==> src/hdl/merge_pkg.sv <==
package merge_pkg;

   // Number of producer channels; the tag width follows from it
   localparam int NUM_CH = 4;
   localparam int CH_W   = $clog2(NUM_CH);

   // Payload word as written by a producer
   typedef logic [31:0] word_t;

   // Channel number carried as the tag
   typedef logic [CH_W-1:0] chan_t;

   // Output word, tag in the top bits and payload below
   typedef logic [CH_W+$bits(word_t)-1:0] tagged_t;

   // Builds a tagged output word from a channel number and a payload
   function automatic tagged_t tag_word(input chan_t ch, input word_t w);
      tagged_t t;
      t = {ch, w};
      return t;
   endfunction

   // Channel number held in a tagged word
   function automatic chan_t tag_of(input tagged_t t);
      chan_t ch;
      ch = t[$bits(tagged_t)-1 -: CH_W];
      return ch;
   endfunction

endpackage
==> src/hdl/merge_top.sv <==
`timescale 1ns/10ps

module merge_top
   import merge_pkg::*;
#(
   parameter int IN_DEPTH  = 8,
   parameter int OUT_DEPTH = 16
) (
   input  logic                              clk,
   input  logic                              rst,

   // Producer side, channel 0 in the low slice
   input  logic [NUM_CH-1:0]                 wr_valid,
   output logic [NUM_CH-1:0]                 wr_ready,
   input  logic [NUM_CH*$bits(word_t)-1:0]   wr_data,

   // Consumer side
   input  logic                              read_valid,
   output logic                              read_ready,
   output tagged_t                           out_data
);

   logic [NUM_CH-1:0] pending;
   logic [NUM_CH-1:0] pop;
   word_t             ch_data [NUM_CH];

   logic              out_write;
   tagged_t           out_word;
   logic              out_write_ready;
   logic              out_almost_full;

   for (genvar i = 0; i < NUM_CH; i++) begin : g_ch
      b_fifo #(
         .WIDTH ($bits(word_t)),
         .DEPTH (IN_DEPTH)
      ) u_ch_fifo (
         .clk         (clk),
         .rst         (rst),
         .read_valid  (pop[i]),
         .read_ready  (pending[i]),
         .write_valid (wr_valid[i]),
         .write_ready (wr_ready[i]),
         .almost_full (),             // Only the output FIFO needs it
         .in_data     (wr_data[i*$bits(word_t) +: $bits(word_t)]),
         .out_data    (ch_data[i])
      );
   end

   rr_arbiter u_arb (
      .clk             (clk),
      .rst             (rst),
      .pending         (pending),
      .ch_data         (ch_data),
      .pop             (pop),
      .out_write_ready (out_write_ready),
      .out_almost_full (out_almost_full),
      .out_write       (out_write),
      .out_word        (out_word)
   );

   b_fifo #(
      .WIDTH ($bits(tagged_t)),
      .DEPTH (OUT_DEPTH)
   ) u_out_fifo (
      .clk         (clk),
      .rst         (rst),
      .read_valid  (read_valid),
      .read_ready  (read_ready),
      .write_valid (out_write),
      .write_ready (out_write_ready),
      .almost_full (out_almost_full),
      .in_data     (out_word),
      .out_data    (out_data)
   );

endmodule

==> src/hdl/rr_arbiter.sv <==
`timescale 1ns/10ps

module rr_arbiter
   import merge_pkg::*;
(
   input  logic              clk,
   input  logic              rst,

   input  logic [NUM_CH-1:0] pending,
   input  word_t             ch_data [NUM_CH],
   output logic [NUM_CH-1:0] pop,

   input  logic              out_write_ready,
   input  logic              out_almost_full,
   output logic              out_write,
   output tagged_t           out_word
);

   chan_t ptr;                       // First channel to look at
   chan_t grant_ch;
   logic  grant_ok;
   logic  room;
   logic  issue;

   logic  in_flight;                 // A popped word is on its way out
   chan_t in_ch;

   // First pending channel at or after the pointer
   always_comb begin
      chan_t cand;
      grant_ok = 1'b0;
      grant_ch = ptr;
      cand     = ptr;
      for (int i = NUM_CH - 1; i >= 0; i--) begin
         cand = ptr + chan_t'(i);
         if (pending[cand]) begin
            grant_ok = 1'b1;
            grant_ch = cand;
         end
      end
   end

   // At most two words may be in the pipeline toward the output FIFO
   assign room  = !out_almost_full || (out_write_ready && !in_flight);
   assign issue = grant_ok && room;

   always_comb begin
      pop = '0;
      if (issue) begin
         pop[grant_ch] = 1'b1;
      end
   end

   always_ff @(posedge clk) begin
      if (rst) begin
         ptr       <= '0;
         in_flight <= 1'b0;
      end else begin
         in_flight <= issue;
         if (issue) begin
            ptr <= grant_ch + chan_t'(1);
         end
      end
   end

   always_ff @(posedge clk) begin
      if (issue) begin
         in_ch <= grant_ch;
      end
   end

   // Channel data is valid the cycle after its pop
   assign out_write = in_flight;
   assign out_word  = tag_word(in_ch, ch_data[in_ch]);

   a_pop_onehot: assert property (
      @(posedge clk) disable iff (rst)
      $onehot0(pop)
   ) else $error("rr_arbiter: more than one pop");

   a_pop_pending: assert property (
      @(posedge clk) disable iff (rst)
      (pop & ~pending) == '0
   ) else $error("rr_arbiter: pop on an empty channel");

   // Overrun rule keeps the output FIFO from ever refusing a write
   a_no_overrun: assert property (
      @(posedge clk) disable iff (rst)
      out_write |-> out_write_ready
   ) else $error("rr_arbiter: write into a full output FIFO");

endmodule

==> src/hdl/b_fifo.sv <==
`timescale 1ns/10ps

module b_fifo #(
   parameter int WIDTH = 32,
   parameter int DEPTH = 16
) (
   input  logic             clk,
   input  logic             rst,

   input  logic             read_valid,
   output logic             read_ready,

   input  logic             write_valid,
   output logic             write_ready,
   output logic             almost_full,

   input  logic [WIDTH-1:0] in_data,
   output logic [WIDTH-1:0] out_data
);

   localparam int AW = (DEPTH > 1) ? $clog2(DEPTH) : 1;
   localparam int CW = $clog2(DEPTH + 1);

   logic [WIDTH-1:0] ram [DEPTH];

   logic [AW-1:0] write_addr;
   logic [AW-1:0] read_addr;
   logic [AW-1:0] next_write_addr;
   logic [AW-1:0] next_read_addr;

   logic          empty;
   logic          full;
   logic [CW-1:0] count;             // Words currently held

   // Addresses wrap at DEPTH, which need not be a power of two
   assign next_write_addr = (write_addr == AW'(DEPTH - 1)) ? '0 : write_addr + AW'(1);
   assign next_read_addr  = (read_addr == AW'(DEPTH - 1)) ? '0 : read_addr + AW'(1);

   assign full        = !empty && (write_addr == read_addr);
   assign write_ready = !full;
   assign read_ready  = !empty;
   assign almost_full = (count >= CW'(DEPTH - 1));

   always_ff @(posedge clk) begin
      if (write_valid) begin
         ram[write_addr] <= in_data;
      end
   end

   // Registered read port, holds the last popped word
   always_ff @(posedge clk) begin
      if (read_valid) begin
         out_data <= ram[read_addr];
      end
   end

   always_ff @(posedge clk) begin
      if (rst) begin
         empty      <= 1'b1;
         write_addr <= '0;
         read_addr  <= '0;
      end else begin
         if (read_valid) begin
            read_addr <= next_read_addr;
            if ((next_read_addr == write_addr) && !write_valid) begin
               empty <= 1'b1;         // Last word leaves
            end
         end
         if (write_valid) begin
            write_addr <= next_write_addr;
            empty      <= 1'b0;
         end
      end
   end

   always_ff @(posedge clk) begin
      if (rst) begin
         count <= '0;
      end else begin
         case ({write_valid, read_valid})
            2'b10:   count <= count + CW'(1);
            2'b01:   count <= count - CW'(1);
            default: count <= count;  // Both or neither leave it unchanged
         endcase
      end
   end

   a_no_write_full: assert property (
      @(posedge clk) disable iff (rst)
      write_valid |-> !full
   ) else $error("b_fifo: write while full");

   a_no_read_empty: assert property (
      @(posedge clk) disable iff (rst)
      read_valid |-> !empty
   ) else $error("b_fifo: read while empty");

   // Counter and address flags must agree over time
   a_count_bound: assert property (
      @(posedge clk) disable iff (rst)
      (count <= CW'(DEPTH)) && (full == (count == CW'(DEPTH)))
   ) else $error("b_fifo: occupancy out of range");

endmodule

==> config.mk <==
export PLATFORM = sky130hd
export DESIGN_NAME = merge_top
export DESIGN_NICKNAME = d
export VERILOG_FILES = /design/src/hdl/merge_pkg.sv /design/src/hdl/merge_top.sv /design/src/hdl/rr_arbiter.sv /design/src/hdl/b_fifo.sv
export SDC_FILE = /design/constraint.sdc
export NUM_CORES = 2
export LEC_CHECK = 0
export BUFFER_PORTS_ARGS = -buffer_cell sky130_fd_sc_hd__buf_2
export CORE_AREA = 2 2 444 446
export CTS_CLUSTER_DIAMETER = 40
export CTS_CLUSTER_SIZE = 8
export DETAILED_ROUTE_END_ITERATION = 12
export DIE_AREA = 0 0 446 448
export GPL_ROUTABILITY_DRIVEN = 1
export GPL_TIMING_DRIVEN = 0
export PLACE_DENSITY_LB_ADDON = 0.15
export SLEW_MARGIN = 25
export SYNTH_ARGS = -nofsm -noshare
export SYNTH_HDL_FRONTEND = slang
export SYNTH_SLANG_ARGS = --single-unit
==> constraint.sdc <==
create_clock -name clk -period 7.26 [get_ports clk]
set_clock_uncertainty 0.05 [all_clocks]
set_input_delay 0.363 -clock clk [delete_from_list [all_inputs] [get_ports clk]]
set_output_delay 0.363 -clock clk [all_outputs]
set_load 0.02 [all_outputs]
# Word level (Yosys, flattened, before mapping)
# Memories as Yosys holds them, arrays and structs flattened. A register that Yosys moved wholly into a read port is not among the register bits.
# Index checks and enable logic that the tools add are counted.
# totals
output_inout_bits	39
ramBits	1568
input_bits	135
n_memories	5
word_cells	175
regBits	47
# mem_list
name	words	word_bits	rd	rd_clocked_by_memory_dff	write_ports	line_no	source
u_out_fifo.ram	16	34	1	1	1	b_fifo.sv:24	logic [WIDTH-1:0] ram [DEPTH];
g_ch[0].u_ch_fifo.ram	8	32	1	1	1	b_fifo.sv:24	
g_ch[1].u_ch_fifo.ram	8	32	1	1	1	b_fifo.sv:24	
g_ch[2].u_ch_fifo.ram	8	32	1	1	1	b_fifo.sv:24	
g_ch[3].u_ch_fifo.ram	8	32	1	1	1	b_fifo.sv:24	
# classes
addsub	16
reduce_logical	46
bitwise_logic	1
magnitude_cmp	8
n_eq_ne	22
n_mux	58
# op_table
operator	n
$bmux 32 s2	1
$mux 32	2
$mux 1	34
$add 3x1->3 const B	8
$eq 3x3->1	8
$eq 3x3->1 const B	8
$mux 3	8
$reduce_bool 2->1	11
$logic_not 1->1	16
$lt 2x3->1 const B	5
$logic_and 1x1->1	13
$mux 4	3
$pmux 5 s2	1
$reduce_and 2->1	5
$add 4x1->4 const B	2
$bmux 1 s2	4
$eq 4x4->1	2
$eq 4x4->1 const B	2
$mux 2	4
$add 5x1->5 const B	1
$ge 5x4->1 const B	1
$sub 5x1->5 const B	1
$add 2x1->2 const B	2
$add 2x2->2 const B	2
7 further kinds	7

# Logic depth before layout (Yosys ltp)
# depth
ltp_word	14
mapped_depth	9
mapped_depth_nobuf	8

# By module
# A second synthesis with hierarchy kept.
# hier_totals
cells_unflattened	2935
hier_area_um2	69466.6
# modules_own_cells
module	cells_each	seq_area_each_um2	instances	area_each_um2
b_fifo (g_ch[1].u_ch_fifo ...)	488	8868.5	2	11486.0
b_fifo (g_ch[0].u_ch_fifo ...)	487	8868.5	2	11483.5
b_fifo (u_out_fifo)	913	17636.9	1	22441.5
rr_arbiter	72	120.1	1	1086.0

# Worst setup path after synthesis
# OpenSTA, ideal clock, no wires.
# synth_path
path_type	input to register
start	input port wr_valid[0]
end	memory g_ch[0].u_ch_fifo.ram[8][0] (netlist: g_ch[0].u_ch_fifo.ram[4][0]), enable pin
cell_stages	3
n_path_buf	1
slack_ps	3778
setup_ps	461
arrival_time_ps	2971
required_time_ps	6749
cell_sequence	clkbuf_1 nand2_1 nor3_1
# synth_via
elab_chain_cells	2
# synth_lines
item	line_no	source
start: declaration	merge_top.sv:13	input logic [NUM_CH-1:0] wr_valid,
$mux 1	b_fifo.sv:45	if (write_valid) begin
$mux 1 (implied by the code)	b_fifo.sv:46	ram[write_addr] <= in_data;
end: declaration	b_fifo.sv:24	
# No other way between the ends.

# Worst setup path after layout
# layout_path
start	register g_ch[3].u_ch_fifo.read_addr[0]
end	output port wr_ready[3]
# layout_via
elab_chain_cells	3
# layout_lines
item	line_no	source
start: declaration	b_fifo.sv:27	logic [AW-1:0] read_addr;
start signal: assignment	b_fifo.sv:64	read_addr <= next_read_addr;
$eq 3x3->1	b_fifo.sv:39	assign full = !empty && (write_addr == read_addr);
$logic_and 1x1->1	b_fifo.sv:39	
$logic_not 1->1	b_fifo.sv:40	assign write_ready = !full;
end: declaration	merge_top.sv:14	output logic [NUM_CH-1:0] wr_ready,
# No other way between the ends.

==> impl_results.md <==
* Cell Area, Placed at 0.0738 mm²
* Worst Setup SP: g_ch[3].u_ch_fifo.read_addr[0]
* Setup_tns at 0 ps
* Placement Rows at 162
* Die Y at 448 µm
* Initial antenna violation count at 34
* Max frequency at 0.260 GHz
* Final Instance Area at 0.0844 mm²
* LEAKAGE at 27.1 nW
* Ranking of synthesized cells by area: edfxtp_1 77%, mux4_2 14%, mux2_2 2.1%
* Syn avg cell area at 22.9 µm²
* Chip width at 446 µm
* Final slew viol count at 0
* Worst Max-Slew Pin Slew at 1060 ps
* Gpl congestion at 0.770
* Number of synthesized flops with an enable pin at 1732
* TritonRoute pass-1 iters at 7
* Worst path slowest cell: or4_1
* CP startpoint kind: flop
* Clock sink count at 1777
* Max-cap viol count at 0
* Layout cell share with drive strength beyond 1 at 34.8%
* Worst path max stage delay at 540 ps
* CORE AREA at 0.195 mm²
* Most used flip-flop cell after synthesis: edfxtp_1
* Status: complete, no violations
* Unique cell type count in the Yosys netlist at 50
* Overflow after GRT at 0
* Max Root-Sink Buffers at 4
* Crit path max fanout at 10
* # setup viols final at 0
* GRT Overall Usage at 17.4%
* Sequential fraction of the synthesis area at 78.1%
* Num ports at 174
* Hold Crit Class: input pin to flop
* Post-CTS Setup Bufs at 0
* Final HPWL DP at 114 mm
* I/O Buffers at 170
* RSZ-0062 raised after global routing: no
* Clk root buf: clkbuf_16
* WP data required at 6850 ps
* Synth Instances at 2958
* Post-Route WL at 173 mm
* FFs w/ async S/R, synth at 0%
* Critical-path cell list: clkbuf_1 > buf_2 > buf_2 > xor2_1 > or4_1 > buf_4 > buf_2
* Vias per inst at 5.04
* DRT iter0 DRCs at 2668
* Fin crit share at 53.0%
* CTS tree: built
* H-Tree Depth at 5
* Clock slew seen by the registers of the worst setup and hold paths at 50 ps
* Initial Util at 34.8%
* Vias in the first global route at 33547
* Post-synth net total at 3120
* Area Overhead vs Synth at 24.5%
* Post-route DRC at 0
* Antenna Nets Post-Route at 0
* Flops & latches, synth at 1777
* Period minus WS final at 3840 ps
* Critical path type: flop to output pin
* Worst R2R Start: u_out_fifo.read_addr[1]
* Max VDD drop at 0.180 mV
* Synth top cells by count: 1732 x edfxtp_1, 424 x mux4_2, 128 x mux2_2, 81 x clkbuf_1, 62 x nor2_1
* Area leader, netlist: edfxtp_1
* Die area at 0.200 mm²
* Pwr/cell area at 344 mW/mm²
* Share of the synthesized area in the top cell type at 76.8%
* # nets final at 3837
* Fillcell total at 16682
* Post-cts sizing count at 0
* Multi-input gate area at 0.0144 mm²
* Largest net degree at the start of global routing at 37
* FF/Latch Area at 0.0529 mm²
* Global-route wire length before repair at 247 mm
* Arr. time, crit path at 3430 ps
* Cell with the most instances after synthesis: edfxtp_1
* Top cell by count, worst path: buf_2
* CTS Buf Count at 314
* Drt wl/cell at 27.1 µm
* Hold Crit Start: wr_data[21]
* Final Hold Fails at 0
* Slew headroom at 29.0%
* Syn Std Cell Area at 0.0678 mm²
* Worst skew pair latency at 910 ps
* Ys Warns at 0
* Vias at 32153
* Nature of the critical path endpoint: output pin
==> metrics by stage <==
| step | hold WS, ps | power [mW] | utilization, % | instances | setup slack, ps |
|---|---|---|---|---|---|
| global route | 184 | 30.0 | 43.4 | 6373 | 3220 |
| floorplan | 412 | 14.6 | - | 2958 | 3780 |
| detailed placement | 457 | 16.1 | 37.9 | 5767 | 3660 |
| global placement | 447 | 15.9 | 36.9 | 5670 | 863 |
| CTS | 128 | 29.4 | 43.3 | 6368 | 3290 |
| finish | 202 | 29.0 | 43.4 | 6376 | 3420 |
==> registers in the layout, summed over array words and instances (netlist names) <==
name / flops
u_out_fifo.count: 5
u_out_fifo.read_addr: 4
u_out_fifo.write_addr: 4
u_arb.ptr: 2
g_ch.u_ch_fifo.empty: 4
g_ch.u_ch_fifo.read_addr: 12
u_arb.out_write: 1
u_arb.in_ch: 2
g_ch.u_ch_fifo.out_data: 128
g_ch.u_ch_fifo.write_addr: 12
u_out_fifo.out_data: 34
u_out_fifo.ram: 544
u_out_fifo.empty: 1
g_ch.u_ch_fifo.ram: 1024
==> final cells by class <==
class                   instances  share of cell area, %
diodes                          7                 0.0208
plain buffers                 165                  0.850
clock buffers                 365                   9.61
clock inverters               103                   1.35
inverters                      13                 0.0578
multi-input cells            1003                   17.0
flip-flops and latches       1777                   62.7
well taps                    2542                   3.77
repair buffers                401                   4.61
==> placed cells by master, fill, tap and decap left out, drive strengths merged, types with 8 or more instances in the layout <==
| cell | synthesis | layout |
|---|---|---|
| buf | 82 | 349 |
| xor2 | 25 | 25 |
| nor2 | 62 | 62 |
| clkbuf | 83 | 448 |
| nor2b | 38 | 38 |
| o21ai | 16 | 16 |
| nand2 | 21 | 21 |
| or4 | 11 | 11 |
| mux4 | 424 | 424 |
| mux2i | 46 | 46 |
| ha | 26 | 26 |
| a21oi | 58 | 58 |
| edfxtp | 1732 | 1732 |
| a211oi | 37 | 37 |
| bufinv | 0 | 22 |
| inv | 13 | 15 |
| nand2b | 17 | 17 |
| clkinvlp | 0 | 8 |
| nor3 | 15 | 15 |
| clkinv | 0 | 71 |
| xnor2 | 10 | 10 |
| dfxtp | 45 | 45 |
| and2 | 16 | 16 |
| dlygate4sd3 | 0 | 134 |
| mux2 | 128 | 128 |
==> final timing paths <==
path                                  endpoint  slack (ps)  cells after the start
setup / recovery                   wr_ready[3]        3420                      7
hold / removal    g_ch[0].u_ch_fifo.ram[5][21]         200                      2
setup reg to reg       u_out_fifo.out_data[31]        3640                      6
hold reg to reg            u_out_fifo.count[2]         470                      2
==> critical path, delay by kind of cell, from the launching register on <==
kind	cells	cell delay, ps
xor gates and xnor gates	1	150
buffers and inverters	5	1480
DFF	1	340
and+or+nand+nor	1	540
==> what timing repair did <==
| item | in CTS | in global routing |
|---|---|---|
| endpoints found under the hold margin | 1041 | 34 |
| hold buffers | 133 | 1 |
| endpoints found under the setup margin | 0 | 0 |
==> layer usage <==
metal / track usage, % / up-vias / wire (µm)
met5: 0 / - / 101
met4: 6.79 / 16 / 6320
met3: 3.40 / 348 / 8720
met2: 27.7 / 939 / 82700
met1: 23.6 / 16936 / 75000
li1: - / 13914 / -
==> cells by family (layout without fill, tap and decap cells) <==
kind of cell | count (synthesis) | count (layout) | share of synthesized area [%]
AND/OR/NAND/NOR | 202 | 202 | 1.57
AO/OA/AOI/OAI | 141 | 141 | 1.35
flip-flops | 1777 | 1777 | 78.1
multiplexers | 598 | 598 | 16.9
XOR/XNOR | 35 | 35 | 0.463
buffers and inverters | 178 | 1047 | 1.13
adder cells (fa/ha/maj) | 27 | 27 | 0.510
other | 0 | 7 | 0
==> report_power, final <==
part	total (mW)	internal, mW	leakage, nW	switching (mW)
combinational	3.35	1.28	6.46	2.07
sequential	12.5	12.3	16.1	0.207
clock	13.1	8.59	4.51	4.55
total	29.0	22.2	27.1	6.82
(Power assumes the default switching activity.)
